**src/verilog/mavg_pkg.sv**
```systemverilog
// Moving-average shared definitions
// Sample, sum and settings register types and addresses

package mavg_pkg;

  //--------------------------------------------------------------------
  // Stream types
  //--------------------------------------------------------------------

  // I in the upper half, Q in the lower half
  typedef logic        [31:0] iq_sample_t;
  typedef logic signed [15:0] part_t;

  // Window sum, also used as the quotient width
  typedef logic signed [23:0] sum_t;

  //--------------------------------------------------------------------
  // Settings bus types
  //--------------------------------------------------------------------

  // Legal lengths are 1 to 255
  typedef logic [7:0]  win_len_t;
  typedef logic [23:0] divisor_t;

  typedef logic [7:0]  set_addr_t;
  typedef logic [31:0] set_data_t;
  typedef logic [63:0] rb_data_t;

  // Register addresses
  localparam set_addr_t SR_SUM_LEN = 8'd192;
  localparam set_addr_t SR_DIVISOR = 8'd193;

  // Readback for unknown addresses
  localparam rb_data_t RB_BAD_VALUE = 64'h0BAD_C0DE_0BAD_C0DE;

endpackage

```
**src/verilog/mavg_iq_join.sv**
```systemverilog
// I/Q quotient join
// Packs the low 16 bits of both lane quotients into one output word

`timescale 1ns/10ps

module mavg_iq_join
  import mavg_pkg::*;
(
  input  logic       i_clk,
  input  logic       i_reset,
  input  logic       i_i_valid,
  input  sum_t       i_i_quot,
  input  logic       i_i_last,
  input  logic       i_q_valid,
  input  sum_t       i_q_quot,
  output logic       o_lane_ready,
  output logic       o_valid,
  output iq_sample_t o_data,
  output logic       o_last,
  input  logic       i_ready
);

  part_t i_avg;
  part_t q_avg;
  logic  take;

  // Integer part only
  assign i_avg = i_i_quot[15:0];
  assign q_avg = i_q_quot[15:0];

  // Both lanes present and the slot free or draining
  assign take         = i_i_valid & i_q_valid & (~o_valid | i_ready);
  assign o_lane_ready = take;

  always_ff @(posedge i_clk) begin
    if (i_reset) begin
      o_valid <= 1'b0;
    end else if (take) begin
      o_valid <= 1'b1;
    end else if (i_ready) begin
      o_valid <= 1'b0;
    end
  end

  always_ff @(posedge i_clk) begin
    if (take) begin
      o_data <= {i_avg, q_avg};
      o_last <= i_i_last;
    end
  end

endmodule

```
**config.mk**
```make
export PLATFORM = sky130hd
export DESIGN_NAME = mavg_iq_join
export DESIGN_NICKNAME = d
export VERILOG_FILES = /design/src/verilog/mavg_pkg.sv /design/src/verilog/mavg_iq_join.sv
export SDC_FILE = /design/constraint.sdc
export NUM_CORES = 1
export LEC_CHECK = 0
export BUFFER_PORTS_ARGS = -buffer_cell sky130_fd_sc_hd__buf_2
export CAP_MARGIN = 40
export CORE_MARGIN = 2
export CORE_UTILIZATION = 37
export CTS_CLUSTER_DIAMETER = 50
export DETAILED_ROUTE_END_ITERATION = 7
export GPL_ROUTABILITY_DRIVEN = 1
export PLACE_DENSITY = 0.77
export SLEW_MARGIN = 15
export SYNTH_ARGS = -nofsm -noshare
export SYNTH_HDL_FRONTEND = slang
export SYNTH_SLANG_ARGS = --single-unit
```
**constraint.sdc**
```tcl
create_clock -name i_clk -period 1.8 [get_ports i_clk]
set_input_delay 0.18 -clock i_clk [delete_from_list [all_inputs] [get_ports i_clk]]
set_output_delay 0.18 -clock i_clk [all_outputs]
set_load 0.01 [all_outputs]
```
After elaboration in Yosys (flattened, before gate mapping)
Index checks and enable logic that the tools add are counted.
W data, S select, Z words.

storage, ports and cells
  register bits = 34
  bits of input ports = 54
  output and inout bits = 35
  logic and storage cells = 10

operators by class
  multiplexer cells = 2
  bitwise gates (word level) = 4
  reduce and logical (&&, ||, !) cells = 1

operators by type and width
  cell                number
  $and A1 B1 Y1       2
  $mux W1             2
  $reduce_bool A2 Y1  1
  $not A1 Y1          1
  $or A1 B1 Y1        1

Depth between registers and ports, before layout
  depth in word-level cells = 4
  mapped depth = 2
  mapped depth without buffers = 2

Worst setup path before layout
No wires, ideal clock.

  kind = flip-flop to flip-flop
  start point = register o_valid
  end point = register o_data[0] (enable)
  setup time = 0.381 ns
  arrival time = 1.042 ns
  data required time = 1.419 ns
  path slack = 0.377 ns
  cell stages (with the launch flop) = 3
  buffers on the path = 0
  clock period less this slack = 1.423 ns
  cells stage by stage = dfxtp_1 > nand2b_4 > nor2b_4

on the way
  longest elaborated chain between the ends = 3

RTL lines
  element                 line                source
  start, declared         mavg_iq_join.sv:17  output logic o_valid,
  start signal, assigned  mavg_iq_join.sv:37  o_valid <= 1'b0;
  start signal, assigned  mavg_iq_join.sv:39  o_valid <= 1'b1;
  start signal, assigned  mavg_iq_join.sv:41  o_valid <= 1'b0;
  $not A1 Y1              mavg_iq_join.sv:32  assign take = i_i_valid & i_q_valid & (~o_valid | i_ready);
  $or A1 B1 Y1            mavg_iq_join.sv:32
  $and A1 B1 Y1           mavg_iq_join.sv:32
  named net o_lane_ready  mavg_iq_join.sv:16  output logic o_lane_ready,
  end signal, assigned    mavg_iq_join.sv:47  o_data <= {i_avg, q_avg};
  end, declared           mavg_iq_join.sv:18  output iq_sample_t o_data,

The timed path passes the listed nets, and every way through them passes these cells.
A chain may end at the register's enable or synchronous reset.

Worst setup path in the final report
  start point = register o_valid
  end point = output port o_lane_ready

on the way
  longest elaborated chain between the ends = 3

RTL lines
  element        line
  $not A1 Y1     mavg_iq_join.sv:32
  $or A1 B1 Y1   mavg_iq_join.sv:32
  $and A1 B1 Y1  mavg_iq_join.sv:32
  end, declared  mavg_iq_join.sv:16

Every way passes these cells.

==> results.json <==
{
  "drv_cap": 0,
  "final_antenna_net_count": 0,
  "start_util": 0.3854,
  "grt_max_degree": 30,
  "cp.buffers_inverters": 2,
  "yosys_warnings": 0,
  "final_common_cell": "buf_2",
  "synth-seq-cells": 34,
  "path_class": "flip-flop to output port",
  "clkSlewWorstSetupHoldPaths_ns": 0.10,
  "powerDensity_nw_per_um2": 864.1,
  "cts-resized-gates": 0,
  "r2r_end": "o_data[7]",
  "synth_xor_area_frac": 0,
  "max_slew_margin": 0.8371,
  "path_cells": "nand2b_4 > nor2b_4 > buf_12 > buf_2",
  "grt_pass1_wl_mm": 2.849,
  "io_pins": 89,
  "routed-via-count": 743,
  "synth_top_family_by_area": "simple AND/OR/NAND/NOR gates",
  "synth_compound_area_frac": 0.008314,
  "drt_iter0_markers": 30,
  "setup_viol": 0,
  "worstMarginPinSlew_ns": 0.2438,
  "synth_fa_ha_area_frac": 0,
  "num_antenna_cells": 0,
  "cts_tree": "built",
  "dr.pass1.iters": 4,
  "cp_slowest_stage_delay_ns": 0.35,
  "die_w_um": 57.36,
  "cp.required_ns": 1.62,
  "crit_slowest_cell": "dfxtp_1",
  "syn_inst": 38,
  "peakVddDrop_v": 0.0007439,
  "final_cell_mix": "buf_2 (72), edfxtp_1 (33), dlygate4sd3_1 (19)",
  "nNetsFinal": 191,
  "cts_max_level": 2,
  "num_rows": 19,
  "grt-ovfl-total": 0,
  "fin_crit_sh": 0.8878,
  "fin_crit_ns": 1.598,
  "cp-end-kind": "output port",
  "rsz0062_at_grt": "false",
  "first_global_vias": 701,
  "critPathTopFamily": "buffers and inverters",
  "final_hold_viol_count": 0,
  "synthDistinctLibCells": 6,
  "design.core.area_um2": 2734,
  "place_ws_ns": 0.5705,
  "synth.area.mux_share": 0,
  "finalPower_mw": 1.489,
  "min_to": "o_data[14]",
  "clk_latency_ns": 0.32,
  "r2r_setup_slack_ns": 0.57,
  "vias_per_cell": 4.396,
  "wl_per_cell_um": 14.21,
  "drc_errors": 0,
  "synthSimpleGateAreaFrac": 0.03207,
  "gr-usage-all-layers": 0.1278,
  "status": "complete, no violations",
  "min_from": "i_q_quot[14]",
  "r2r-start": "o_valid",
  "syn-cell-area_um2": 1054,
  "hold_depth": 1,
  "cts_buffers": 5,
  "gp_congestion": 0.6800,
  "seq_area_frac_synth": 0.9596,
  "die_area_um2": 3290,
  "max_freq_mhz": 625.8,
  "post_cts_buffers": 0,
  "ctsRootBufferMaster": "clkbuf_4",
  "cp-start-kind": "flip-flop",
  "drive_above_1_share": 0.6087,
  "clockBufferDepth": 2,
  "syn_to_final_growth_pct": 63.54,
  "critPathArrivalTime_ns": 1.42,
  "slew_violations": 0,
  "syn_nets": 92,
  "cp_max_fo": 29,
  "antenna_found_initial": 0,
  "p_leak_nw": 0.7476,
  "avgSynthCellArea_um2": 27.72,
  "fin_ws_ns": 0.2019,
  "holdWs_ns": 0.02433,
  "routed_wl_mm": 2.401,
  "chipHeight_um": 57.36,
  "clock-sinks": 34,
  "clock-skew-final_ns": 0.004438,
  "numPortBuffers": 72,
  "setup-tns-final_ns": 0,
  "reg2regPathDepth": 3,
  "hold_class": "input port to flip-flop"
}
[cell type report]
cell class                      count  area [µm²]
Clock buffer                        7       55.05
Clock inverter                      1       5.005
Fill cell                         177        1011
Multi-Input combinational cell      4       42.54
Sequential cell                    34        1011
Tap cell                           31       38.79
Timing Repair Buffer               92       570.5
[worst register-to-register path, cell delays in order (launching register included)]
cell and delay [ns]:
dfxtp_1 0.35, nand2b_4 0.08, nor2b_4 0.27, buf_12 0.23
[how the worst max path moves through the flow]
stage	startpoint	endpoint	slack [ns]	cells past startpoint
after CTS	o_valid	o_lane_ready	0.19	4
after global placement	o_valid	o_lane_ready	0.60	4
after floorplan	o_valid	o_data[0]	0.38	2
after detailed placement	o_valid	o_lane_ready	0.57	4
after global routing	o_valid	o_lane_ready	0.11	4
final	o_valid	o_lane_ready	0.20	4
[repair_timing]
item                                    4_1_cts  5_1_grt
endpoints found under the hold margin         1       18
endpoints found under the setup margin        0        0
hold buffers                                  1       18
[metal layers]
metal / up-vias / routed length, µm / GRT usage
met2: 53 / 1274 / 0.2062
met3: 9 / 372 / 0.1066
met4: 0 / 64 / 0.09302
met5: - / 0 / 0
met1: 335 / 690 / 0.09648
li1: 346 / - / -
[report_power, final]
part	total (mW)	switching, mW	internal, mW
Combinational	0.150	0.0656	0.0845
Clock	0.423	0.234	0.189
Sequential	0.915	0.00793	0.907
[metrics by stage]
stage | instance area (µm²) | util | std cells
floorplan | 1054 | - | 38
global placement | 1473 | 0.5387 | 142
detailed placement | 1473 | 0.5387 | 142
CTS | 1543 | 0.5643 | 151
global route | 1723 | 0.6302 | 169
finish | 1723 | 0.6302 | 169
[cell usage after synthesis (all sizes together)]
master | number | share of area
a21oi | 1 | 0.0083
dfxtp | 1 | 0.019
edfxtp | 33 | 0.94
nand2 | 1 | 0.0059
nand2b | 1 | 0.013
nor2b | 1 | 0.013
[state kept, by name (all words and copies together) (netlist names)]
signal   flops
o_valid      1
o_last       1
o_data      32
[cells by family (layout without fill, tap and decap cells)]
group,Yosys count,after routing
flip-flops,34,34
AND/OR/NAND/NOR,3,3
AO/OA/AOI/OAI,1,1
buffers and inverters,0,100
(Power assumes the default switching activity.)
