==> src/verilog/mavg_pkg.sv <==
// Moving-average shared definitions
// Sample, sum and settings register types and addresses

package mavg_pkg;

  //--------------------------------------------------------------------
  // Stream types
  //--------------------------------------------------------------------

  // I in the upper half, Q in the lower half
  typedef logic        [31:0] iq_sample_t;
  typedef logic signed [15:0] part_t;

  // Window sum, also used as the quotient width
  typedef logic signed [23:0] sum_t;

  //--------------------------------------------------------------------
  // Settings bus types
  //--------------------------------------------------------------------

  // Legal lengths are 1 to 255
  typedef logic [7:0]  win_len_t;
  typedef logic [23:0] divisor_t;

  typedef logic [7:0]  set_addr_t;
  typedef logic [31:0] set_data_t;
  typedef logic [63:0] rb_data_t;

  // Register addresses
  localparam set_addr_t SR_SUM_LEN = 8'd192;
  localparam set_addr_t SR_DIVISOR = 8'd193;

  // Readback for unknown addresses
  localparam rb_data_t RB_BAD_VALUE = 64'h0BAD_C0DE_0BAD_C0DE;

endpackage

==> src/verilog/mavg_divider.sv <==
// Bit-serial signed divider for one lane
// Restoring division on magnitudes, quotient truncated toward zero

`timescale 1ns/10ps

module mavg_divider
  import mavg_pkg::*;
(
  input  logic     i_clk,
  input  logic     i_reset,
  input  logic     i_valid,
  input  sum_t     i_dividend,
  input  divisor_t i_divisor,
  input  logic     i_last,
  output logic     o_ready,
  output logic     o_valid,
  output sum_t     o_quotient,
  output logic     o_last,
  input  logic     i_ready
);

  typedef enum logic [1:0] {ST_IDLE, ST_SHIFT, ST_FIX, ST_DONE} state_t;

  state_t      state;
  logic [4:0]  bit_cnt;
  logic [23:0] quo;
  logic [23:0] rem;
  logic [23:0] dvs;
  logic        neg;
  logic [23:0] dividend_mag;
  logic [23:0] divisor_mag;
  logic [24:0] rem_sh;
  logic [25:0] diff;

  assign o_ready = (state == ST_IDLE);
  assign o_valid = (state == ST_DONE);

  // Magnitudes, -2^23 maps to 2^23 as unsigned
  assign dividend_mag = i_dividend[23] ? 24'(-i_dividend) : 24'(i_dividend);
  assign divisor_mag  = i_divisor[23] ? -i_divisor : i_divisor;

  // Trial subtract of the shifted remainder
  assign rem_sh = {rem, quo[23]};
  assign diff   = {1'b0, rem_sh} - {2'b00, dvs};

  always_ff @(posedge i_clk) begin
    if (i_reset) begin
      state   <= ST_IDLE;
      bit_cnt <= '0;
    end else begin
      case (state)
        ST_IDLE: begin
          if (i_valid) begin
            state   <= ST_SHIFT;
            bit_cnt <= '0;
          end
        end
        ST_SHIFT: begin
          bit_cnt <= bit_cnt + 1'b1;
          if (bit_cnt == 5'd23) begin
            state <= ST_FIX;
          end
        end
        ST_FIX:  state <= ST_DONE;
        ST_DONE: begin
          if (i_ready) begin
            state <= ST_IDLE;
          end
        end
        default: state <= ST_IDLE;
      endcase
    end
  end

  //--------------------------------------------------------------------
  // Datapath
  //--------------------------------------------------------------------

  always_ff @(posedge i_clk) begin
    case (state)
      ST_IDLE: begin
        // Divisor captured here, later writes do not disturb this division
        if (i_valid) begin
          quo    <= dividend_mag;
          rem    <= '0;
          dvs    <= divisor_mag;
          neg    <= i_dividend[23] ^ i_divisor[23];
          o_last <= i_last;
        end
      end
      ST_SHIFT: begin
        if (diff[25]) begin
          rem <= rem_sh[23:0];
          quo <= {quo[22:0], 1'b0};
        end else begin
          rem <= diff[23:0];
          quo <= {quo[22:0], 1'b1};
        end
      end
      ST_FIX:  o_quotient <= neg ? sum_t'(-quo) : sum_t'(quo);
      default: ;
    endcase
  end

endmodule

==> config.mk <==
export PLATFORM = sky130hd
export DESIGN_NAME = mavg_divider
export DESIGN_NICKNAME = d
export VERILOG_FILES = /design/src/verilog/mavg_pkg.sv /design/src/verilog/mavg_divider.sv
export SDC_FILE = /design/constraint.sdc
export NUM_CORES = 1
export LEC_CHECK = 0
export BUFFER_PORTS_ARGS = -buffer_cell sky130_fd_sc_hd__clkbuf_2
export CAP_MARGIN = 0
export CORE_ASPECT_RATIO = 1.1
export CORE_MARGIN = 8
export CORE_UTILIZATION = 30
export CTS_CLUSTER_DIAMETER = 50
export DETAILED_ROUTE_END_ITERATION = 8
export PLACE_DENSITY = 0.56
export SLEW_MARGIN = 5
export SYNTH_ARGS = -nofsm -noshare
export SYNTH_HDL_FRONTEND = slang
export SYNTH_SLANG_ARGS = --single-unit
==> constraint.sdc <==
create_clock -name i_clk -period 7.1 [get_ports i_clk]
set_input_delay 1.42 -clock i_clk [delete_from_list [all_inputs] [get_ports i_clk]]
set_output_delay 1.42 -clock i_clk [all_outputs]
set_load 0.03 [all_outputs]
# Word level (Yosys, flattened, before mapping)

Index checks and enable logic that the tools add are counted.
Widths: inputs -> output; s select.

$add $sub $neg: 5
Equality and inequality tests: 7
Multiplexer cells: 15
Bitwise gates (word level): 1
Reductions and logical operators: 5

Operators by type and width:

| operator            | number |
|---|---|
| $mux 24             | 5 |
| $pmux 24 s2         | 2 |
| $neg 24->24         | 3 |
| $sub 25x24->26      | 1 |
| $mux 23             | 1 |
| $pmux 5 s2          | 1 |
| $pmux 2 s4          | 1 |
| $mux 2              | 3 |
| $add 5x1->5 const B | 1 |
| $eq 5x5->1 const B  | 1 |
| $mux 5              | 1 |
| $eq 2x2->1 const B  | 2 |
| $ne 2x2->1 const B  | 2 |
| $reduce_and 2->1    | 2 |
| $reduce_and 3->1    | 1 |
| $eq 2x1->1 const B  | 1 |
| $logic_not 2->1     | 1 |
| $ne 2x1->1 const B  | 1 |
| $reduce_bool 2->1   | 1 |
| $mux 1              | 1 |
| $xor 1x1->1         | 1 |

Flip-flop bits (word level): 105
Input bits: 53
Output and inout bits: 27
Logic and storage cells: 42

# Longest topological paths before layout

Gate-level depths: netlist of the first run.

Depth in word-level cells: 4
Mapped depth: 13
Mapped depth without buffers: 11

# Worst setup path after synthesis of the first run

OpenSTA, ideal clock, no wires.

Path kind: input-to-reg
Start point: input port i_divisor[5]
End point: register dvs[21], data pin
Library setup time: 0.258 ns
Arrival: 3.287 ns
Data required time: 6.842 ns
Setup slack: 3.555 ns
Stages on the path: 6
Path buffers: 0
Path through: or4_4 or4_4 or3_4 or3_1 nand2_1 xnor2_1

Longest elaborated chain between the ends: 2

RTL lines:

| item                 | line               | RTL |
|---|---|---|
| from (decl)          | mavg_divider.sv:13 | `input divisor_t i_divisor,` |
| $neg 24->24          | mavg_divider.sv:40 | `assign divisor_mag = i_divisor[23] ? -i_divisor : i_divisor;` |
| $mux 23              | mavg_divider.sv:40 |  |
| net divisor_mag[21]  | mavg_divider.sv:31 | `logic [23:0] divisor_mag;` |
| to (signal assigned) | mavg_divider.sv:86 | `dvs <= divisor_mag;` |
| to (decl)            | mavg_divider.sv:28 | `logic [23:0] dvs;` |

The timed path passes the listed nets, and every way through them passes these cells.
A chain may end at the register's enable or synchronous reset.

# Final worst setup path of the first run

Start point: input port i_dividend[2]
End point: register quo[22], data pin

Longest elaborated chain between the ends: 4

RTL lines:

| item                 | line               | RTL |
|---|---|---|
| from (decl)          | mavg_divider.sv:12 | `input sum_t i_dividend,` |
| $neg 24->24          | mavg_divider.sv:39 | `assign dividend_mag = i_dividend[23] ? 24'(-i_dividend) : 24'(i_dividend);` |
| $mux 24              | mavg_divider.sv:39 |  |
| $mux 24              | mavg_divider.sv:83 | `if (i_valid) begin` |
| $pmux 24 s2          | mavg_divider.sv:80 | `case (state)` |
| to (signal assigned) | mavg_divider.sv:84 | `quo <= dividend_mag;` |
| to (signal assigned) | mavg_divider.sv:94 | `quo <= {quo[22:0], 1'b0};` |
| to (signal assigned) | mavg_divider.sv:97 | `quo <= {quo[22:0], 1'b1};` |
| to (decl)            | mavg_divider.sv:26 | `logic [23:0] quo;` |

No other way between the ends. The select of a mux whose other input is x is not followed.

==> reports/metrics.yaml, run 1 <==
cp-start-kind: "primary input"
ir_drop_v: 0.0001883
tightest_slew_ps: 1132
slew_violations: 0
cts_root_buf: "clkbuf_16"
worstPathRequired_ps: 7180
grt_remaining_overflow: 0
hold_viol_final: 0
fp.dieW_microns: 158.1
hp-class: "reg -> reg"
postRouteAntennaNets: 0
synth_nets: 747
layout.cells.most_common: "edfxtp_1"
crit_cells: 8
cts_setup_buffers: 0
cts_buffer_depth: 2
ys_seq_elements: 105
antenna_found_initial: 0
crit_arrival_ps: 3670
reg2regPathDepth: 9
grt_max_degree: 60
num_antenna_cells: 0
syn2layout_area_growth_pct: 15.10
crit_chain: "clkbuf_2 -> or3_1 -> nor4_1 -> nand3_1 -> o31ai_1 -> and2_1 -> xor2_1 -> o21ai_0"
slowest_stage: "nor4_1"
start_util: 0.3033
drtIter0Drc: 313
synth_cells: 661
crit_path_max_incr_delay_ps: 640
critPathBufInv: 1
cts_sinks: 105
drive_gt1_frac: 0.1651
syn_area_sq_um: 6663
cts_tree: "built"
clkLatencyLatePin_ps: 350
rsz0062_at_grt: "no"
setup_viol: 0
routed.top_layer: "met4"
fmax_mhz: 278.6
r2r-start: "rem[0]$_SDFFCE_PN0P_"
fin_crit_ps: 3589
path_delay_family: "simple AND/OR/NAND/NOR gates"
remaining_drc_errors: 0
die-area_sq_um: 27240
wl_microns: 14760
grt_first_pass_wirelength_microns: 24160
end_kind: "register"
fin_nets: 820
core_region_area_sq_um: 21970
holdBufCountCts: 0
yosys_warnings: 0
track_usage: 0.1113
r2r_slack_ps: 3570
die_y_microns: 172.3
nFillCells: 2264
numCtsBuffers: 9
critPathCapture: "quo[22]$_DFFE_PP_"
rows: 57
pre_cts_ws_ps: 3124
cts.repair.resized: 0
wl_met2_microns: 6909
grt_pass1_vias: 4842
port_buffers: 79
synth_cell_types: 57
powerDensity_nw_per_um2: 447.7
gp_congestion: 0.8320
crit_type: "in -> reg"
slew_headroom: 0.2442
dp_hpwl_microns: 10970
vias: 4941
io_pins: 80
multi_input_area_sq_um: 3337
cts_max_level: 3
async_reset_ff_frac: 0
fin_ws_ps: 3511
regArea_sq_um: 3083
ys_seq_area_frac: 0.4627
finClkSkew_ps: 7.713
finalNonFillerCells: 1034
avgSynthCellArea_sq_um: 10.08
routed_via_density: 4.779
cp-startpoint: "i_dividend[2]"
finalCritPeriodShare: 0.5055
wl_per_cell_microns: 14.27
dp.cells: 1018
synth_edf_count: 98
clk_pin_slew_ps: 70
cp_max_fo: 5
hold_depth: 2
synthFlopType: "edfxtp_1"
dr_wl_met3_microns: 569
setup-tns-final_ps: 0
status: "completed"
drv_cap: 0
drtPass1Iterations: 4
p_leak_uw: 0.002943
wl_met1_microns: 7109
mostFrequentLayoutCells: "edfxtp_1 (98), nand2_1 (80), clkbuf_2 (79)"
r2r_end: "rem[20]$_SDFFCE_PN0P_"
## state kept, by name, summed over array words and instances (netlist names)
signal      count
rem            24
state           2
bit_cnt         5
o_last          1
dvs            24
neg             1
quo            24
o_quotient     24
## worst reg2reg max path, delay by kind of cell, from the launching register on
family / cells / cell delay (ps)
AOI/OAI and AO/OA: 5 / 1420
and+or+nand+nor: 3 / 1250
adders and majority gates: 1 / 290
DFF: 1 / 420
## metrics by stage
step	hold WS (ps)	instance area (sq um)	util	total power, uW
after floorplan	467.3	6663	-	2531
after global placement	501.9	7376	0.3358	2936
after detailed placement	515.6	7376	0.3358	2946
after CTS	533.2	7669	0.3491	3463
after global routing	556.9	7669	0.3491	3721
final	526.2	7669	0.3491	3433
## cell families after synthesis
family / synth area share
mux: 0.008075
xor+xnor: 0.1104
fa+ha+maj: 0.06310
buf+inv: 0.03718
simple gates: 0.1489
flops: 0.4627
compound gates: 0.1696
## final cells by class
class / count / area share
Tap cell: 295 / 0.04813
Clock inverter: 4 / 0.003263
Timing Repair Buffer: 82 / 0.05450
Sequential cell: 105 / 0.4020
Multi-Input combinational cell: 491 / 0.4351
Clock buffer: 12 / 0.03492
Inverter: 45 / 0.02203
## per-layer routing
metal  vias up  GRT usage
li1       2565          -
met1      2274     0.1415
met2        94     0.1889
met3         8    0.01575
met4         0    0.04062
met5         -          0
## cell usage after synthesis, drive strengths merged (11+ instances only)
library cell,count,area share
inv,45,0.025
a21oi,32,0.024
a21o,13,0.015
clkbuf,15,0.0085
nand3,18,0.014
edfxtp,98,0.44
o21ai,59,0.044
o31ai,17,0.023
nand2,81,0.047
xnor2,57,0.075
ha,32,0.060
or3,11,0.011
or4,11,0.016
nor2,33,0.019
xor2,27,0.035
## where the power goes
group / switching (uW) / internal, uW / total (uW) / leakage [uW]
Combinational: 1070 / 604 / 1670 / 0.00180
Sequential: 179 / 1090 / 1260 / 0.00101
Clock: 229 / 268 / 498 / 0.000140
Total: 1470 / 1960 / 3430 / 0.00294
## worst min path at each step
stage / startpoint / end
global placement: bit_cnt[4]$_SDFFE_PP0P_ / bit_cnt[4]$_SDFFE_PP0P_
detailed placement: bit_cnt[4]$_SDFFE_PP0P_ / bit_cnt[4]$_SDFFE_PP0P_
finish: bit_cnt[1]$_SDFFE_PP0P_ / bit_cnt[1]$_SDFFE_PP0P_
floorplan: quo[0]$_DFFE_PP_ / o_quotient[0]$_DFFE_PP_
CTS: bit_cnt[4]$_SDFFE_PP0P_ / bit_cnt[4]$_SDFFE_PP0P_
global route: bit_cnt[4]$_SDFFE_PP0P_ / bit_cnt[4]$_SDFFE_PP0P_
Power figures use the tool's default switching activity.
==> run 2: changes to the inputs <==
ABC_AREA = 1   (was default)
PLACE_DENSITY = 0.57   (was 0.56)
clock period = 3.2 ns   (was 7.1 ns; I/O delays follow)
==> reports/metrics.yaml, run 2 <==
antenna_found_initial: 0  # unchanged
grt.met1_usage: 0.1724  # was 0.1415
syn_area_sq_um: 7729  # was 6663 sq um
cts_max_level: 3  # unchanged
cts_setup_buffers: 0  # unchanged
fp.dieW_microns: 169.0  # was 158.1 microns
crit_top_cell: "nand2_1"
mostFrequentLayoutCells: "nand2_1 (286), inv_1 (178), nor2_1 (128)"  # was edfxtp_1 (98), nand2_1 (80), clkbuf_2 (79)
worstPathRequired_ps: 3310  # was 7180 ps
clkLatencyLatePin_ps: 360  # was 350 ps
hp-class: "in -> reg"  # was reg -> reg
finalPower_uw: 8092  # was 3433 uW
num_antenna_cells: 0  # unchanged
numCtsBuffers: 9  # unchanged
finClkSkew_ps: 9.203  # was 7.713 ps
fmax_mhz: 420.1
end_kind: "register"  # unchanged
finalNonFillerCells: 1481  # was 1034
grt_remaining_overflow: 0  # unchanged
reg2regPathDepth: 12  # was 9
fin_crit_ps: 2380
r2r_end: "rem[21]$_SDFFCE_PN0P_"  # was rem[20]$_SDFFCE_PN0P_
synth_top_area_share: 0.3808  # was 0.4417
synth_largest_area_cell: "edfxtp_1"  # unchanged
avgSynthCellArea_sq_um: 7.333  # was 10.08 sq um
setup-tns-final_ps: 0  # unchanged
critPathBufInv: 1  # unchanged
slowest_stage: "nor2_4"  # was nor4_1
drtIter0Drc: 471  # was 313
remaining_drc_errors: 0  # unchanged
powerDensity_nw_per_um2: 919.7  # was 447.7 nW/um^2
fin_nets: 1216  # was 820
cp-start-kind: "register"  # was primary input
drv_cap: 0  # unchanged
grt_first_pass_wirelength_microns: 32460  # was 24160 microns
synth_cells: 1054  # was 661
synth_edf_count: 98  # unchanged
crit_path_max_incr_delay_ps: 530  # was 640 ps
cts_root_buf: "clkbuf_16"  # unchanged
wl_per_cell_microns: 13.61  # was 14.27 microns
die-area_sq_um: 31160  # was 27240 sq um
path_delay_family: "simple AND/OR/NAND/NOR gates"  # unchanged
setup_viol: 0  # unchanged
p_leak_uw: 0.004220  # was 0.002943 uW
crit_type: "reg -> reg"  # was in -> reg
dp.cells: 1465  # was 1018
ys_seq_elements: 105  # unchanged
start_util: 0.3050  # was 0.3033
grt_pass1_vias: 6459  # was 4842
holdBufCountCts: 0  # unchanged
rsz0062_at_grt: "no"  # unchanged
use_met3: 0.01819  # was 0.01575
routed_via_density: 4.530  # was 4.779
rows: 61  # was 57
clk_pin_slew_ps: 70  # about the same
r2r-start: "rem[19]$_SDFFCE_PN0P_"  # was rem[0]$_SDFFCE_PN0P_
dp_hpwl_microns: 15980  # was 10970 microns
cts.repair.resized: 0  # unchanged
cts_sinks: 105  # unchanged
cts_buffer_depth: 2  # unchanged
vias: 6709  # was 4941
core_region_area_sq_um: 25340  # was 21970 sq um
crit_chain: "ha_1 -> nand2_2 -> inv_2 -> nand2_1 -> nand2_1 -> nand2_1 -> and2_4 -> nand2_2 -> nor2_4 -> nand2_2 -> nand2_1 -> nor2_1"  # was clkbuf_2 -> or3_1 -> nor4_1 -> nand3_1 -> o31ai_1 -> and2_1 -> xor2_1 -> o21ai_0
drive_gt1_frac: 0.1286  # was 0.1651
hold_depth: 1  # was 2
io_pins: 80  # unchanged
postRouteAntennaNets: 0  # unchanged
die_y_microns: 184.3  # was 172.3 microns
wl_microns: 20150  # was 14760 microns
post-route-util: 0.3472  # was 0.3491
r2r_slack_ps: 820  # was 3570 ps
status: "completed"  # unchanged
crit_cells: 12  # was 8
nFillCells: 2762  # was 2264
synth_cell_types: 46  # was 57
synthFlopType: "edfxtp_1"  # unchanged
busiest_layer: "met2"  # unchanged
drtPass1Iterations: 5  # was 4
crit_arrival_ps: 2500  # was 3670 ps
synth_nets: 1140  # was 747
finalCritPeriodShare: 0.7438
hold_viol_final: 0  # unchanged
cp_max_fo: 20  # was 5
synthTopCellsByCount: "nand2_1 (286), inv_1 (178), nor2_1 (128), edfxtp_1 (98), nand3_1 (68)"  # was edfxtp_1 (98), nand2_1 (80), xnor2_1 (57), o21ai_0 (56), inv_1 (44)
syn2layout_area_growth_pct: 13.84  # was 15.10%
slew_violations: 0  # unchanged
use_met2: 0.2193  # was 0.1889
cts_tree: "built"  # unchanged
track_usage: 0.1303  # was 0.1113
gp_congestion: 0.8540  # was 0.8320
synth_area_leaders: "edfxtp_1 (38%), nand2_1 (14%), inv_1 (8.6%)"  # was edfxtp_1 (44%), xnor2_1 (7.5%), ha_1 (6.0%)
slew_headroom: 0.5526  # was 0.2442
critPathCapture: "rem[21]$_SDFFCE_PN0P_"  # was quo[22]$_DFFE_PP_
yosys_warnings: 0  # unchanged
cp-startpoint: "rem[19]$_SDFFCE_PN0P_"  # was i_dividend[2]
port_buffers: 79  # unchanged
tightest_slew_ps: 671.1  # was 1132 ps
yosysMostFrequentCell: "nand2_1"  # was edfxtp_1
async_reset_ff_frac: 0  # unchanged
grt_max_degree: 44  # was 60
ir_drop_v: 0.0007950  # was 0.0001883 V
layout.cells.most_common: "nand2_1"  # was edfxtp_1
ys_seq_area_frac: 0.3989  # was 0.4627
[run 2: cell count changes in the layout (fill, tap and decap cells not counted), sizes merged, moves of 11 or more]
| cell | delta |
|---|---|
| nand2 | +222 |
| xor2 | +16 |
| nand3 | +53 |
| a21o | -13 |
| or4 | -11 |
| nor2 | +104 |
| inv | +142 |
| o31ai | -17 |
| xnor2 | -49 |
| or3 | -11 |
[run 2: routing by layer]
metal,vias to the layer above,share of wire
met5,-,0
met4,0,0.012
met3,13,0.032
met2,105,0.47
met1,3080,0.49
li1,3511,-
[run 2: power by group]
group	switching (uW)	internal, uW	total [uW]
Combinational	3040	1360	4400
Clock	518	615	1130
Sequential	291	2270	2560
[run 2: cell type report]
type / instances / area, sq um / area share
timing repair buffer: 84 / 432.9 / 0.04920
clock inverter: 5 / 65.06 / 0.007395
sequential: 105 / 3083 / 0.3504
inverter: 187 / 701.9 / 0.07978
multi-input combinational: 743 / 3850 / 0.4376
clock buffer: 11 / 232.7 / 0.02645
tap: 346 / 432.9 / 0.04920
[run 2: through the flow]
step           hold slack (ps)  instance area [sq um]  setup WS [ps]
6_report                 462.7                   8798          819.7
5_1_grt                  449.8                   8798          619.2
4_1_cts                  448.1                   8798          784.2
3_5_place_dp             473.4                   8501          662.2
3_3_place_gp             467.4                   8501          669.2
2_1_floorplan            426.4                   7729          302.3
[run 2: worst min-delay path by stage]
| stage | startpoint | endpoint | slack, ps |
|---|---|---|---|
| 2_1_floorplan | quo[0]$_DFFE_PP_ | o_quotient[0]$_DFFE_PP_ | 430 |
| 3_3_place_gp | bit_cnt[1]$_SDFFE_PP0P_ | bit_cnt[1]$_SDFFE_PP0P_ | 470 |
| 3_5_place_dp | quo[0]$_DFFE_PP_ | o_quotient[0]$_DFFE_PP_ | 470 |
| 4_1_cts | i_last | o_last$_DFFE_PP_ | 450 |
| 5_1_grt | i_last | o_last$_DFFE_PP_ | 450 |
| 6_report | i_last | o_last$_DFFE_PP_ | 460 |
[run 2: logic make-up (layout without fill, tap and decap cells)]
| logic type | count (synthesis) | in the layout | share of synthesized area |
|---|---|---|---|
| flops | 105 | 105 | 0.3989 |
| fa+ha+maj | 33 | 33 | 0.05439 |
| buf+inv | 206 | 287 | 0.1039 |
| simple gates | 556 | 556 | 0.3137 |
| compound gates | 103 | 103 | 0.07123 |
| xor+xnor | 51 | 51 | 0.05780 |
[run 2: worst reg2reg max path, cell delays in order (launching register included)]
cell	delay, ps
edfxtp_1	440
ha_1	390
nand2_2	140
inv_2	30
nand2_1	50
nand2_1	70
nand2_1	60
and2_4	160
nand2_2	70
nor2_4	530
nand2_2	70
nand2_1	90
nor2_1	50
