[src/verilog/mavg_pkg.sv]
// Moving-average shared definitions
// Sample, sum and settings register types and addresses

package mavg_pkg;

  //--------------------------------------------------------------------
  // Stream types
  //--------------------------------------------------------------------

  // I in the upper half, Q in the lower half
  typedef logic        [31:0] iq_sample_t;
  typedef logic signed [15:0] part_t;

  // Window sum, also used as the quotient width
  typedef logic signed [23:0] sum_t;

  //--------------------------------------------------------------------
  // Settings bus types
  //--------------------------------------------------------------------

  // Legal lengths are 1 to 255
  typedef logic [7:0]  win_len_t;
  typedef logic [23:0] divisor_t;

  typedef logic [7:0]  set_addr_t;
  typedef logic [31:0] set_data_t;
  typedef logic [63:0] rb_data_t;

  // Register addresses
  localparam set_addr_t SR_SUM_LEN = 8'd192;
  localparam set_addr_t SR_DIVISOR = 8'd193;

  // Readback for unknown addresses
  localparam rb_data_t RB_BAD_VALUE = 64'h0BAD_C0DE_0BAD_C0DE;

endpackage

[src/verilog/mavg_settings.sv]
// Moving-average settings decode
// Holds window length and divisor, pulses clear on length writes, serves readback

`timescale 1ns/10ps

module mavg_settings
  import mavg_pkg::*;
(
  input  logic      i_clk,
  input  logic      i_reset,
  input  logic      i_set_stb,
  input  set_addr_t i_set_addr,
  input  set_data_t i_set_data,
  input  set_addr_t i_rb_addr,
  output win_len_t  o_win_len,
  output divisor_t  o_divisor,
  output logic      o_clear,
  output rb_data_t  o_rb_data
);

  logic len_wr;
  logic div_wr;

  // Address match for the two registers
  assign len_wr = i_set_stb && (i_set_addr == SR_SUM_LEN);
  assign div_wr = i_set_stb && (i_set_addr == SR_DIVISOR);

  //--------------------------------------------------------------------
  // Registers
  //--------------------------------------------------------------------

  always_ff @(posedge i_clk) begin
    if (i_reset) begin
      o_win_len <= win_len_t'(1);
      o_divisor <= divisor_t'(1);
      o_clear   <= 1'b0;
    end else begin
      if (len_wr) begin
        o_win_len <= i_set_data[7:0];
      end
      if (div_wr) begin
        o_divisor <= i_set_data[23:0];
      end
      // One cycle, lines up with the new length
      o_clear <= len_wr;
    end
  end

  //--------------------------------------------------------------------
  // Readback
  //--------------------------------------------------------------------

  always_comb begin
    case (i_rb_addr)
      8'd0:    o_rb_data = rb_data_t'(o_win_len);
      8'd1:    o_rb_data = rb_data_t'(o_divisor);
      default: o_rb_data = RB_BAD_VALUE;
    endcase
  end

endmodule

[config.mk]
export PLATFORM = sky130hd
export DESIGN_NAME = mavg_settings
export DESIGN_NICKNAME = d
export VERILOG_FILES = /design/src/verilog/mavg_pkg.sv /design/src/verilog/mavg_settings.sv
export SDC_FILE = /design/constraint.sdc
export NUM_CORES = 1
export LEC_CHECK = 0
export BUFFER_PORTS_ARGS = -buffer_cell sky130_fd_sc_hd__buf_2
export CAP_MARGIN = 5
export CORE_ASPECT_RATIO = 1.4
export CORE_UTILIZATION = 40
export CTS_CLUSTER_SIZE = 12
export DETAILED_ROUTE_END_ITERATION = 8
export PLACE_DENSITY = 0.77
export SYNTH_ARGS = -nofsm -noshare
export SYNTH_HDL_FRONTEND = slang
export SYNTH_SLANG_ARGS = --single-unit
[constraint.sdc]
create_clock -name i_clk -period 2.3 [get_ports i_clk]
set_input_delay 0.46 -clock i_clk [delete_from_list [all_inputs] [get_ports i_clk]]
set_output_delay 0.46 -clock i_clk [all_outputs]
set_load 0.02 [all_outputs]
## Word level (Yosys, flattened, before mapping)

Index checks and enable logic that the tools add are counted.

- Word-level logic and storage cells: 10
- Bits of input ports: 51
- Latch bits: 0
- Register bits: 33
- Bits in writable memories: 0
- Memories: 0
- Output and inout port bits: 97
- ROM bits: 0

- Magnitude comparators: 0
- Shift-type cells: 0
- Reduce and logical (&&, ||, !) cells: 3
- Add/sub/neg operators: 0
- Eq/ne operators: 3
- Mux-type cells: 1
- Bitwise operators: 0
- Multipliers: 0
- Div/mod/pow operators: 0

Operator list:

| operator | count |
|---|---|
| $pmux W60 S2 | 1 |
| $eq A8 B8 Y1 const B | 2 |
| $eq A8 B1 Y1 const B | 1 |
| $logic_not A8 Y1 | 1 |
| $logic_and A1 B1 Y1 | 2 |

## Longest topological paths before layout

Gate-level depths: netlist of run 1.

- Word-level depth: 2
- Depth in mapped cells: 5
- Depth with buffers taken out: 4

## Worst setup path before layout of run 1

OpenSTA, ideal clock, no wires.

- Path kind: in2out
- Start: input port i_rb_addr[7]
- End: output port o_rb_data[0]
- Stages on the path: 5
- Setup slack: 0.030 ns
- Arrival time: 1.810 ns
- Required time: 1.840 ns
- Path buffers: 1
- Cell sequence: nor4_1 > and2_1 > clkbuf_1 > inv_1 > nor2_1

- Word-level cells in the longest chain between the ends: 2
- Elaborated cells between the ends (all ways): 3
- Classes of those cells: eq/ne (1); mux (1); reduce/logical (1)

Ends and longest elaborated chain:

| element | RTL line | source |
|---|---|---|
| start: declaration | mavg_settings.sv:14 | `input set_addr_t i_rb_addr,` |
| $eq A8 B1 Y1 / $logic_not A8 Y1 (equally long branches) | mavg_settings.sv:54 | `case (i_rb_addr)` |
| $pmux W60 S2 * | mavg_settings.sv:54 |  |
| end: declaration | mavg_settings.sv:18 | `output rb_data_t o_rb_data` |

Every way passes the cells marked *; elsewhere a longest branch is shown, timed or not.

## Worst setup path after layout of run 1

Ends and elaborated chain as after synthesis.

==> metrics.md, run 1 <==
| Metric | Value |
|---|---|
| Post-layout min period | between 2 and 2.5 ns |
| Max_slew headroom | just under 60% |
| Die area | between 0.005 and 0.006 sq mm |
| Final Hold Viols | 0 |
| Vias in the first global route | ~1600 |
| Worst slew pin tran | between 0.6 and 0.7 ns |
| Total CTS buffers | 5 |
| Max Clk Rate | slightly below 500 MHz |
| Largest net degree at the start of global routing | 42 |
| Crit path kind | input pin to output port |
| DPL Wire Length | around 3.7 mm |
| Final wirelength | ~5 mm |
| Vias per cell | just under 5 |
| Routed Antenna Nets | 0 |
| Global Route Usage Sum | approximately a fifth |
| Max Slew Vio Count | 0 |
| Asr flop ratio synth | 0% |
| CTS Root Cell | clkbuf_8 |
| Fin Setup TNS | 0 ns |
| Leak Pwr | between 1 and 1.5 nW |
| RSZ-0062 raised after global routing | false |
| Core Rows | 29 |
| Congestion Overflow GR | 0 |
| Clock skew | 0 ns |
| CTS resizes | 0 |
| Vias | ~1900 |
| Die Span Y | approximately 85 microns |
| Cells after Synth | between 200 and 250 |
| CP Launch Type | input pin |
| Final Wtd Congestion | 0.745 |
| Final Core Density | a little over half |
| TritonRoute pass-1 iters | 4 |
| HP Class | input pin to register |
| Share of cells above drive strength 1 | between 40% and 50% |
| Ports | between 100 and 150 |
| TritonCTS clock tree | built |
| Antenna cells | 0 |
| Sequential Area | 661 sq um |
| Non-filler cells, final | a little under 400 |
| Worst-skew pair later-pin latency | around 0.27 ns |
| Warnings, synthesis | 0 |
| Top FF cell, synth | dfxtp_1 |
| H-Tree Level Count | 2 |
| Worst IR drop on VDD | roughly 0.44 mV |
| EDFF count, synth | 0 |
| Fill cells | 465 |
| Max-cap viol count | 0 |
| Initial Util | a little over two fifths |
| Worst Path Required | between 1.5 and 2 ns |
| Setup bufs post-CTS | 0 |
| Post-synthesis average cell area | roughly 8.4 sq um |
| Post-synthesis sequential area ratio | 33.8% |
| Power density over the cells | between 400 and 500 mW/mm^2 |
| First-pass GRT wire length | 7.45 mm |
| CP Max Fanout | 21 |
| Status | finished, final reports clean |
| Clock sink count | 33 |
| Placed cells | 380 |
| Fin crit share | 88.5% |
| Multi-input gate area | approximately 1000 sq um |
| Synthesis-to-finish area growth | 25.9% |
| 1st-iter DRT viols | between 100 and 150 |
| Initial antenna violation count | 0 |
| Synthesized flop and latch total | 33 |
| Yosys cell types | 26 |
| Final nets | 376 |
| DR DRC count | 0 |
| # hold bufs at CTS | 0 |
| Core ar. | about 0.0046 sq mm |
| Post-synthesis cell area | 0.00195 sq mm |
| Worst Path Arrival | ~1.6 ns |
| Setup-failing EPs final | 0 |
| PortBufs | ~120 |
| CP endpoint kind | output port |
| Wirelength per Cell | between 10 and 15 microns |
| Die width | 61.0 microns |
| Clock buffer depth | 2 |
| Clock slew at reported path FFs | 0.07 ns |
==> metal layers <==
metal  vias up  track usage [%]  share of wire [%]
li1        933                -                  -
met1       857             22.4                 41
met2        87             32.5                 52
met3        10             3.54                5.3
met4         0             8.26                2.2
met5         -                0                  0
==> cell usage in the layout, fill, tap and decap left out, types with 6 or more instances in the layout <==
master    Yosys  routed
nor2_1        6       6
nand2_1      20      20
a21oi_1      16      16
conb_1        1      21
nand4_1      16      16
buf_4        39       7
nand2b_1     21      21
buf_2         1     118
and3_1        9       9
dfxtp_1      33      33
mux2i_1      24      24
o31ai_1      16      16
==> report_power, final <==
part / internal (mW) / switching, mW
combinational: 0.0449 / 0.0910
clock: 0.209 / 0.202
sequential: 0.572 / 0.000520
total: 0.826 / 0.294
==> cell type report <==
cell class	instances	area share (%)
repair buffers	125	26.2
multi-input cells	158	40.1
clock inverters	2	0.407
clock buffers	6	2.95
flip-flops and latches	33	26.9
well taps	62	3.16
inverters	2	0.305
==> state kept, by name, indices dropped and copies added, names as in the netlist <==
register	cells
o_win_len	8
o_clear	1
o_divisor	24
==> cells in the mapped netlist, types with 2 or more instances <==
cell type | number | share of area (%)
nand2b_1 | 21 | 6.7
clkbuf_1 | 15 | 2.9
nor2_1 | 6 | 1.2
dfxtp_1 | 33 | 34
mux2i_1 | 24 | 12
a21oi_1 | 16 | 4.1
nand4_1 | 16 | 5.1
buf_1 | 2 | 0.38
nand2_1 | 20 | 3.8
buf_4 | 39 | 15
o31ai_1 | 16 | 6.2
and3_1 | 9 | 2.9
==> worst max-delay path, stage by stage <==
cell    delay, ns
buf_2        0.10
nor4_1       0.24
and2_1       0.21
inv_1        0.22
nor2_1       0.16
buf_2        0.18
==> cells by family (layout without fill, tap and decap cells) <==
| group | after synthesis | after routing | share of synthesized area [%] |
|---|---|---|---|
| mux | 24 | 24 | 12.3 |
| compound gates | 32 | 32 | 10.3 |
| simple gates | 81 | 81 | 23.9 |
| flops | 33 | 33 | 33.8 |
| buf+inv | 60 | 135 | 19.5 |
| other cells | 1 | 21 | 0.192 |
==> path summary, 6_finish.rpt <==
| check | from | to | slack (ns) | cells after the start |
|---|---|---|---|---|
| hold / removal | i_set_data[12] | o_divisor[12] | 0.42 | 3 |
| hold reg to reg | o_divisor[13] | o_divisor[13] | 0.48 | 2 |
| setup reg to reg | o_divisor[8] | o_divisor[8] | 1.64 | 2 |
| setup / recovery | i_rb_addr[7] | o_rb_data[0] | 0.26 | 6 |
==> stage by stage <==
step	power [mW]	hold WS, ns	area [sq um]	setup WS, ns
5_1_grt	1.18	0.436	2460	0.141
6_report	1.12	0.424	2460	0.265
2_1_floorplan	0.699	0.556	2030	0.0295
4_1_cts	1.14	0.418	2460	0.237
3_3_place_gp	0.719	0.462	2370	0.281
3_5_place_dp	0.720	0.469	2370	0.245
Power figures use the tool's default switching activity.
==> run 2, diff against run 1 <==
--- a/config.mk
+++ b/config.mk
@@ -11,7 +11,8 @@
 export CORE_UTILIZATION = 40
 export CTS_CLUSTER_SIZE = 12
 export DETAILED_ROUTE_END_ITERATION = 8
-export PLACE_DENSITY = 0.77
+export PLACE_DENSITY = 0.81
+export RECOVER_POWER = 50
 export SYNTH_ARGS = -nofsm -noshare
 export SYNTH_HDL_FRONTEND = slang
 export SYNTH_SLANG_ARGS = --single-unit
==> run 2 against run 1 <==
Combinational power hardly changed. Sequential power hardly changed. Clock power grew 5%. Count of clock-buffer cells in the layout decreased by 1. Worst hold slack gained 0.0073 ns. Non-clock buffer count up 3. Wire length up 3.6%. Fmax down 3.7%. Flip-flop and latch count did not move. Utilization rose by 0.081 points. Power is 2.0% higher. Worst setup slack worse by 0.077 ns. Critical path type unchanged. Critical endpoint is now o_rb_data[13].
==> metrics.md, run 2 (synthesis gave the netlist of run 1 again) <==
| Metric | Value |
|---|---|
| RSZ-0062 raised after global routing | false (unchanged) |
| HP Class | input pin to register (unchanged) |
| Max Slew Vio Count | 0 (unchanged) |
| Final nets | 380 (was 376) |
| Largest net degree at the start of global routing | 42 (unchanged) |
| Final hold slack | 0.432 ns (was 0.424 ns) |
| Most frequent cells in the layout | buf_2 (83), clkbuf_1 (35), dfxtp_1 (33) (was buf_2 (118), dfxtp_1 (33), mux2i_1 (24)) |
| Status | finished, final reports clean (unchanged) |
| Ports | 148 (unchanged) |
| Global Route Usage Sum | 19.8% (was 19.1%) |
| Final wirelength | 5.15 mm (was 4.97 mm) |
| Final Instance Area | 0.00246 sq mm (about the same) |
| Slowest CP cell | nor4_1 (unchanged) |
| 1st-iter DRT viols | 82 (was 101) |
| Power density over the cells | 464 mW/mm^2 (was 456 mW/mm^2) |
| Design Power | 1.14 mW (was 1.12 mW) |
| First-pass GRT wire length | 7.69 mm (was 7.45 mm) |
| Hold Startpoint | i_set_data[18] (was i_set_data[12]) |
| Core ar. | 0.00461 sq mm (unchanged) |
| Worst Path Arrival | 1.65 ns (was 1.58 ns) |
| Initial Util | 42.4% (unchanged) |
| Vias in the first global route | 1674 (was 1634) |
| Max Clk Rate | 473 MHz (was 491 MHz) |
| Die Span Y | 84.7 microns (unchanged) |
| Wirelength per Cell | 13.1 microns (was 12.8 microns) |
| Crit path kind | input pin to output port (unchanged) |
| Fin crit share | 91.8% (was 88.5%) |
| CP endpoint kind | output port (unchanged) |
| Worst IR drop on VDD | 0.392 mV (was 0.439 mV) |
| Share of cells above drive strength 1 | 32.1% (was 41.4%) |
| Final Hold Viols | 0 (unchanged) |
| Max-cap viol count | 0 (unchanged) |
| Worst slew pin tran | 0.848 ns (was 0.624 ns) |
| Largest registers | o_divisor x24, o_win_len x8, o_clear x1 (unchanged) |
| Final Wtd Congestion | 0.732 (was 0.745) |
| Most common cell after layout, fill and taps aside | buf_2 (unchanged) |
| Leak Pwr | 1.05 nW (was 1.19 nW) |
| Initial antenna violation count | 0 (unchanged) |
| Final Core Density | 53.4% (was 53.3%) |
| Routed Antenna Nets | 0 (unchanged) |
| Vias per cell | 5.03 (was 4.86) |
| Clock power share | 37.7% (was 36.8%) |
| CP Launch Type | input pin (unchanged) |
| H-Tree Level Count | 2 (unchanged) |
| Synthesis-to-finish area growth | 26.1% (was 25.9%) |
| DR DRC count | 0 (unchanged) |
| Clock skew | 0 ns (unchanged) |
| Die area | 0.00517 sq mm (unchanged) |
| Instance area after placement | 0.00239 sq mm (was 0.00237 sq mm) |
| Clock sink count | 33 (unchanged) |
| CTS Root Cell | clkbuf_8 (unchanged) |
| PortBufs | 118 (unchanged) |
| Clock slew at reported path FFs | 0.07 ns (about the same) |
| Max_slew headroom | 43.5% (was 58.4%) |
| Crit path launch | i_rb_addr[7] (unchanged) |
| Sw Pwr | 0.314 mW (was 0.294 mW) |
| Largest register FFs | 24 (unchanged) |
| Reg power frac | 50.1% (was 51.1%) |
| Internal power | 0.829 mW (was 0.826 mW) |
| Total CTS buffers | 5 (unchanged) |
| Congestion Overflow GR | 0 (unchanged) |
| Antenna cells | 0 (unchanged) |
| TritonCTS clock tree | built (unchanged) |
| Switching part of the total | 27.5% (was 26.2%) |
| Top reg by flops | o_divisor (unchanged) |
| Clock buffer depth | 2 (unchanged) |
| Fin Setup TNS | 0 ns (unchanged) |
| Critical path's most frequent cell | buf_2 (unchanged) |
| Crit-path max cell delay | 0.30 ns (was 0.24 ns) |
| Worst-skew pair later-pin latency | 0.27 ns (about the same) |
| Worst Path Required | 1.84 ns (about the same) |
| Crit-path cells | buf_2 -> nor4_1 -> and2_4 -> buf_4 -> and3_1 -> buf_2 (was buf_2 -> nor4_1 -> and2_1 -> inv_1 -> nor2_1 -> buf_2) |
| Setup-failing EPs final | 0 (unchanged) |
| Logic pwr share | 12.2% (was 12.1%) |
| Post-layout min period | 2.11 ns (was 2.04 ns) |
| Vias | 1971 (was 1887) |
| DPL Wire Length | 3.69 mm (was 3.68 mm) |
| Core Rows | 29 (unchanged) |
| CP Max Fanout | 13 (was 21) |
| TritonRoute pass-1 iters | 4 (unchanged) |
| Worst R2R Start | o_divisor[22] (was o_divisor[8]) |
| Fill cells | 485 (was 465) |
| Die width | 61.0 microns (unchanged) |
==> run 2: area by class of cell <==
class	count	area [sq um]	share of cell area, %
Clock buffer	5	68.8	2.80
Clock inverter	3	22.5	0.915
Inverter	2	11.3	0.458
Multi-Input combinational cell	158	993	40.4
Sequential cell	33	661	26.8
Tap cell	62	77.6	3.15
Timing Repair Buffer	128	619	25.2
Timing Repair inverter	1	7.51	0.305
==> run 2: routing by layer <==
| metal | vias to the layer above | track usage [%] | share of wire, % |
|---|---|---|---|
| met5 | - | 0 | 0 |
| met4 | 0 | 9.30 | 1.7 |
| met3 | 8 | 1.85 | 3.9 |
| met2 | 100 | 37.2 | 57 |
| met1 | 922 | 20.7 | 38 |
| li1 | 941 | - | - |
==> run 2: timing repair <==
action,4_1_cts,5_1_grt
setup endpoints to repair,0,21
hold buffers,0,0
gates resized for setup,0,4
setup buffers,0,2
==> run 2: power groups by stage <==
stage          registers [mW]  logic [mW]  clock network, mW
2_1_floorplan           0.586       0.113                  0
3_3_place_gp            0.585       0.137                  0
3_5_place_dp            0.585       0.139                  0
4_1_cts                 0.572       0.139              0.450
5_1_grt                 0.572       0.152              0.475
6_report                0.572       0.139              0.431
==> run 2: metrics by stage <==
step	cells	worst slack, ns
finish	392	0.188
global route	392	0.00459
CTS	389	0.167
detailed placement	381	0.192
global placement	381	0.230
floorplan	251	0.0295
==> run 2: path summary, 6_finish.rpt <==
check	slack, ns	end	depth (start not counted)
min	0.43	o_divisor[18]	3
max reg2reg	1.59	o_divisor[22]	2
min reg2reg	0.49	o_divisor[8]	2
max	0.19	o_rb_data[13]	6
==> run 2: worst max-delay path: cells and delay by family <==
kind / cells / cell delay [ns]
buffers and inverters: 3 / 0.46
AND/OR/NAND/NOR: 3 / 0.73
==> run 3, diff against run 2 <==
--- a/config.mk
+++ b/config.mk
@@ -8,10 +8,10 @@
 export BUFFER_PORTS_ARGS = -buffer_cell sky130_fd_sc_hd__buf_2
 export CAP_MARGIN = 5
 export CORE_ASPECT_RATIO = 1.4
-export CORE_UTILIZATION = 40
+export CORE_UTILIZATION = 43
 export CTS_CLUSTER_SIZE = 12
 export DETAILED_ROUTE_END_ITERATION = 8
-export PLACE_DENSITY = 0.81
+export PLACE_DENSITY = 0.86
 export RECOVER_POWER = 50
 export SYNTH_ARGS = -nofsm -noshare
 export SYNTH_HDL_FRONTEND = slang
==> constraint.sdc (replaced) <==
create_clock -name i_clk -period 2.6 [get_ports i_clk]
set_input_delay 0.52 -clock i_clk [delete_from_list [all_inputs] [get_ports i_clk]]
set_output_delay 0.52 -clock i_clk [all_outputs]
set_load 0.02 [all_outputs]
==> run 3 against run 2 <==
Sequential power is 12% lower. Sequential share of layout area is 0.25 points higher. Worst setup slack better by 0.16 ns. Worst hold slack better by 0.047 ns. Non-clock buffer count is 4 lower. Final area is 0.92% lower. Via count is 1.2% lower.
==> metrics.md, run 3 (synthesis gave the netlist of run 1 again) <==
| Metric | Value |
|---|---|
| Max Clk Rate | roughly 440 MHz |
| Synthesis-to-finish area growth | 24.9% (was 26.1%) |
| Crit-path cells | clkbuf_1 -> nor4_4 -> clkbuf_1 -> nand3_1 -> mux2i_1 (was buf_2 -> nor4_1 -> and2_4 -> buf_4 -> and3_1 -> buf_2) |
| Clock buffer depth | 2 (unchanged) |
| Global Route Usage Sum | 21.6% (was 19.8%) |
| Congestion Overflow GR | 0 (unchanged) |
| Top Family by Delay on Critical Path | simple AND/OR/NAND/NOR gates (unchanged) |
| Final nets | 375 (was 380) |
| CP Max Fanout | 17 (was 13) |
| Most frequent cells in the layout | buf_2 (84), clkbuf_1 (35), dfxtp_1 (33) (was buf_2 (83), clkbuf_1 (35), dfxtp_1 (33)) |
| Final Hold Viols | 0 (unchanged) |
| Most common cell after layout, fill and taps aside | buf_2 (unchanged) |
| Initial antenna violation count | 0 (unchanged) |
| Worst Path Required | 2.81 ns (was 1.84 ns) |
| Setup-failing EPs final | 0 (unchanged) |
| DPL Wire Length | 3.78 mm (was 3.69 mm) |
| Routed Antenna Nets | 0 (unchanged) |
| Worst Path Arrival | 2.46 ns (was 1.65 ns) |
| Power density over the cells | 459 mW/mm^2 (was 464 mW/mm^2) |
| Clock sink count | 33 (unchanged) |
| # hold bufs at CTS | 0 (unchanged) |
| Clock power share | 43.8% (was 37.7%) |
| 1st-iter DRT viols | 52 (was 82) |
| First-pass GRT wire length | 7.77 mm (was 7.69 mm) |
| Antenna cells | 0 (unchanged) |
| Reg power frac | 45.2% (was 50.1%) |
| Vias | 1948 (was 1971) |
| Sw Pwr | 0.288 mW (was 0.314 mW) |
| Initial Util | 45.7% (was 42.4%) |
| Share of cells above drive strength 1 | 30.5% (was 32.1%) |
| CP Buf/Inv Count | 2 (was 3) |
| Crit-path max cell delay | 0.64 ns (was 0.30 ns) |
| Largest registers | o_divisor x24, o_win_len x8, o_clear x1 (unchanged) |
| Core ar. | 0.00427 sq mm (was 0.00461 sq mm) |
| Top reg by flops | o_divisor (unchanged) |
| Crit path kind | input pin to register (was input pin to output port) |
| Critical path's most frequent cell | clkbuf_1 (was buf_2) |
| Logic pwr share | 11.0% (was 12.2%) |
| Vias in the first global route | 1672 (was 1674) |
| CP Launch Type | input pin (unchanged) |
| Internal power | 0.831 mW (was 0.829 mW) |
| Max-cap viol count | 0 (unchanged) |
| Max_slew headroom | 45.7% (was 43.5%) |
| Final Core Density | 57.1% (was 53.4%) |
| Final Instance Area | 0.00244 sq mm (was 0.00246 sq mm) |
| Final wirelength | 5.30 mm (was 5.15 mm) |
| Max Slew Vio Count | 0 (unchanged) |
| Clock skew | 0 ns (unchanged) |
| Slowest CP cell | clkbuf_1 (was nor4_1) |
| Total CTS buffers | 5 (unchanged) |
| Clock slew at reported path FFs | 0.08 ns (was 0.07 ns) |
| Post-layout min period | roughly 2.3 ns |
| Design Power | 1.12 mW (was 1.14 mW) |
| Non-filler cells, final | 385 (was 392) |
| Leak Pwr | 1.04 nW (was 1.05 nW) |
| TritonCTS clock tree | built (unchanged) |
| Die area | 0.00482 sq mm (was 0.00517 sq mm) |
| DR DRC count | 0 (unchanged) |
| Switching part of the total | 25.8% (was 27.5%) |
| PortBufs | 118 (unchanged) |
| Die width | 58.9 microns (was 61.0 microns) |
| Status | finished, final reports clean (unchanged) |
| Largest register FFs | 24 (unchanged) |
| Instance area after placement | 0.00237 sq mm (was 0.00239 sq mm) |
| Ports | 148 (unchanged) |
| Fin crit share | about 87% |
| CTS resizes | 0 (unchanged) |
| Die Span Y | 81.7 microns (was 84.7 microns) |
| Worst slew pin tran | 0.814 ns (was 0.848 ns) |
| Core Rows | 28 (was 29) |
| CTS Root Cell | clkbuf_8 (unchanged) |
| Placed cells | 377 (was 381) |
| Worst-skew pair later-pin latency | 0.28 ns (was 0.27 ns) |
| Final Wtd Congestion | 0.708 (was 0.732) |
| H-Tree Level Count | 2 (unchanged) |
| Largest net degree at the start of global routing | 42 (unchanged) |
| HP Class | input pin to register (unchanged) |
| Wirelength per Cell | 13.8 microns (was 13.1 microns) |
| Worst IR drop on VDD | 0.280 mV (was 0.392 mV) |
| Fin Setup TNS | 0 ns (unchanged) |
| CP endpoint kind | register (was output port) |
| Vias per cell | 5.06 (was 5.03) |
| TritonRoute pass-1 iters | 4 (unchanged) |
| RSZ-0062 raised after global routing | false (unchanged) |
| Setup bufs post-CTS | 0 (unchanged) |
run 3: changes by cell type in the layout (fill, tap and decap cells not counted):
| cell | change |
|---|---|
| clkbuf_2 | -1 |
| buf_4 | -4 |
| inv_1 | +1 |
| buf_2 | +1 |
| and2_1 | +1 |
| and2_4 | -1 |
| bufinv_16 | +1 |
| clkinv_4 | +1 |
| clkinvlp_4 | -4 |
run 3: through the flow:
stage	hold slack, ns	worst slack [ns]
4_1_cts	0.468	0.370
3_3_place_gp	0.460	0.419
2_1_floorplan	0.556	0.210
6_report	0.478	0.349
5_1_grt	0.486	0.144
3_5_place_dp	0.470	0.375
run 3: layer usage:
metal	global-route usage (%)	vias up	share of wire, %	wire length [microns]
met5	0	-	0	0
met4	8.10	0	1.4	75
met3	2.36	7	4.4	232
met2	45.2	88	57	3000
met1	20.5	921	38	1990
li1	-	932	-	-
run 3: layout make-up:
class                           count  area (sq um)
Sequential cell                    33           661
Multi-Input combinational cell    158           991
Clock buffer                        5          68.8
Clock inverter                      3          46.3
Timing Repair Buffer              124           589
Inverter                            2          7.51
Fill cell                         461          1840
Tap cell                           60          75.1
run 3: path summary, 6_finish.rpt:
kind,startpoint,slack [ns],depth (start not counted),endpoint
setup / recovery,i_set_addr[1],0.35,5,o_win_len[1]
hold / removal,i_set_data[22],0.48,3,o_divisor[22]
setup reg to reg,o_divisor[16],1.91,2,o_divisor[16]
hold reg to reg,o_divisor[17],0.48,2,o_divisor[17]
run 3: power by group through the flow:
stage | sequential (mW) | clock, mW | combinational, mW
after floorplan | 0.519 | 0 | 0.0997
after global placement | 0.518 | 0 | 0.121
after detailed placement | 0.518 | 0 | 0.123
after CTS | 0.506 | 0.502 | 0.123
after global routing | 0.506 | 0.525 | 0.133
final | 0.506 | 0.491 | 0.123
run 3: worst register-to-register path, delay by kind of cell (launching register included):
| family | cells | cell delay, ns |
|---|---|---|
| flip-flops | 1 | 0.36 |
| AO/OA/AOI/OAI | 2 | 0.26 |
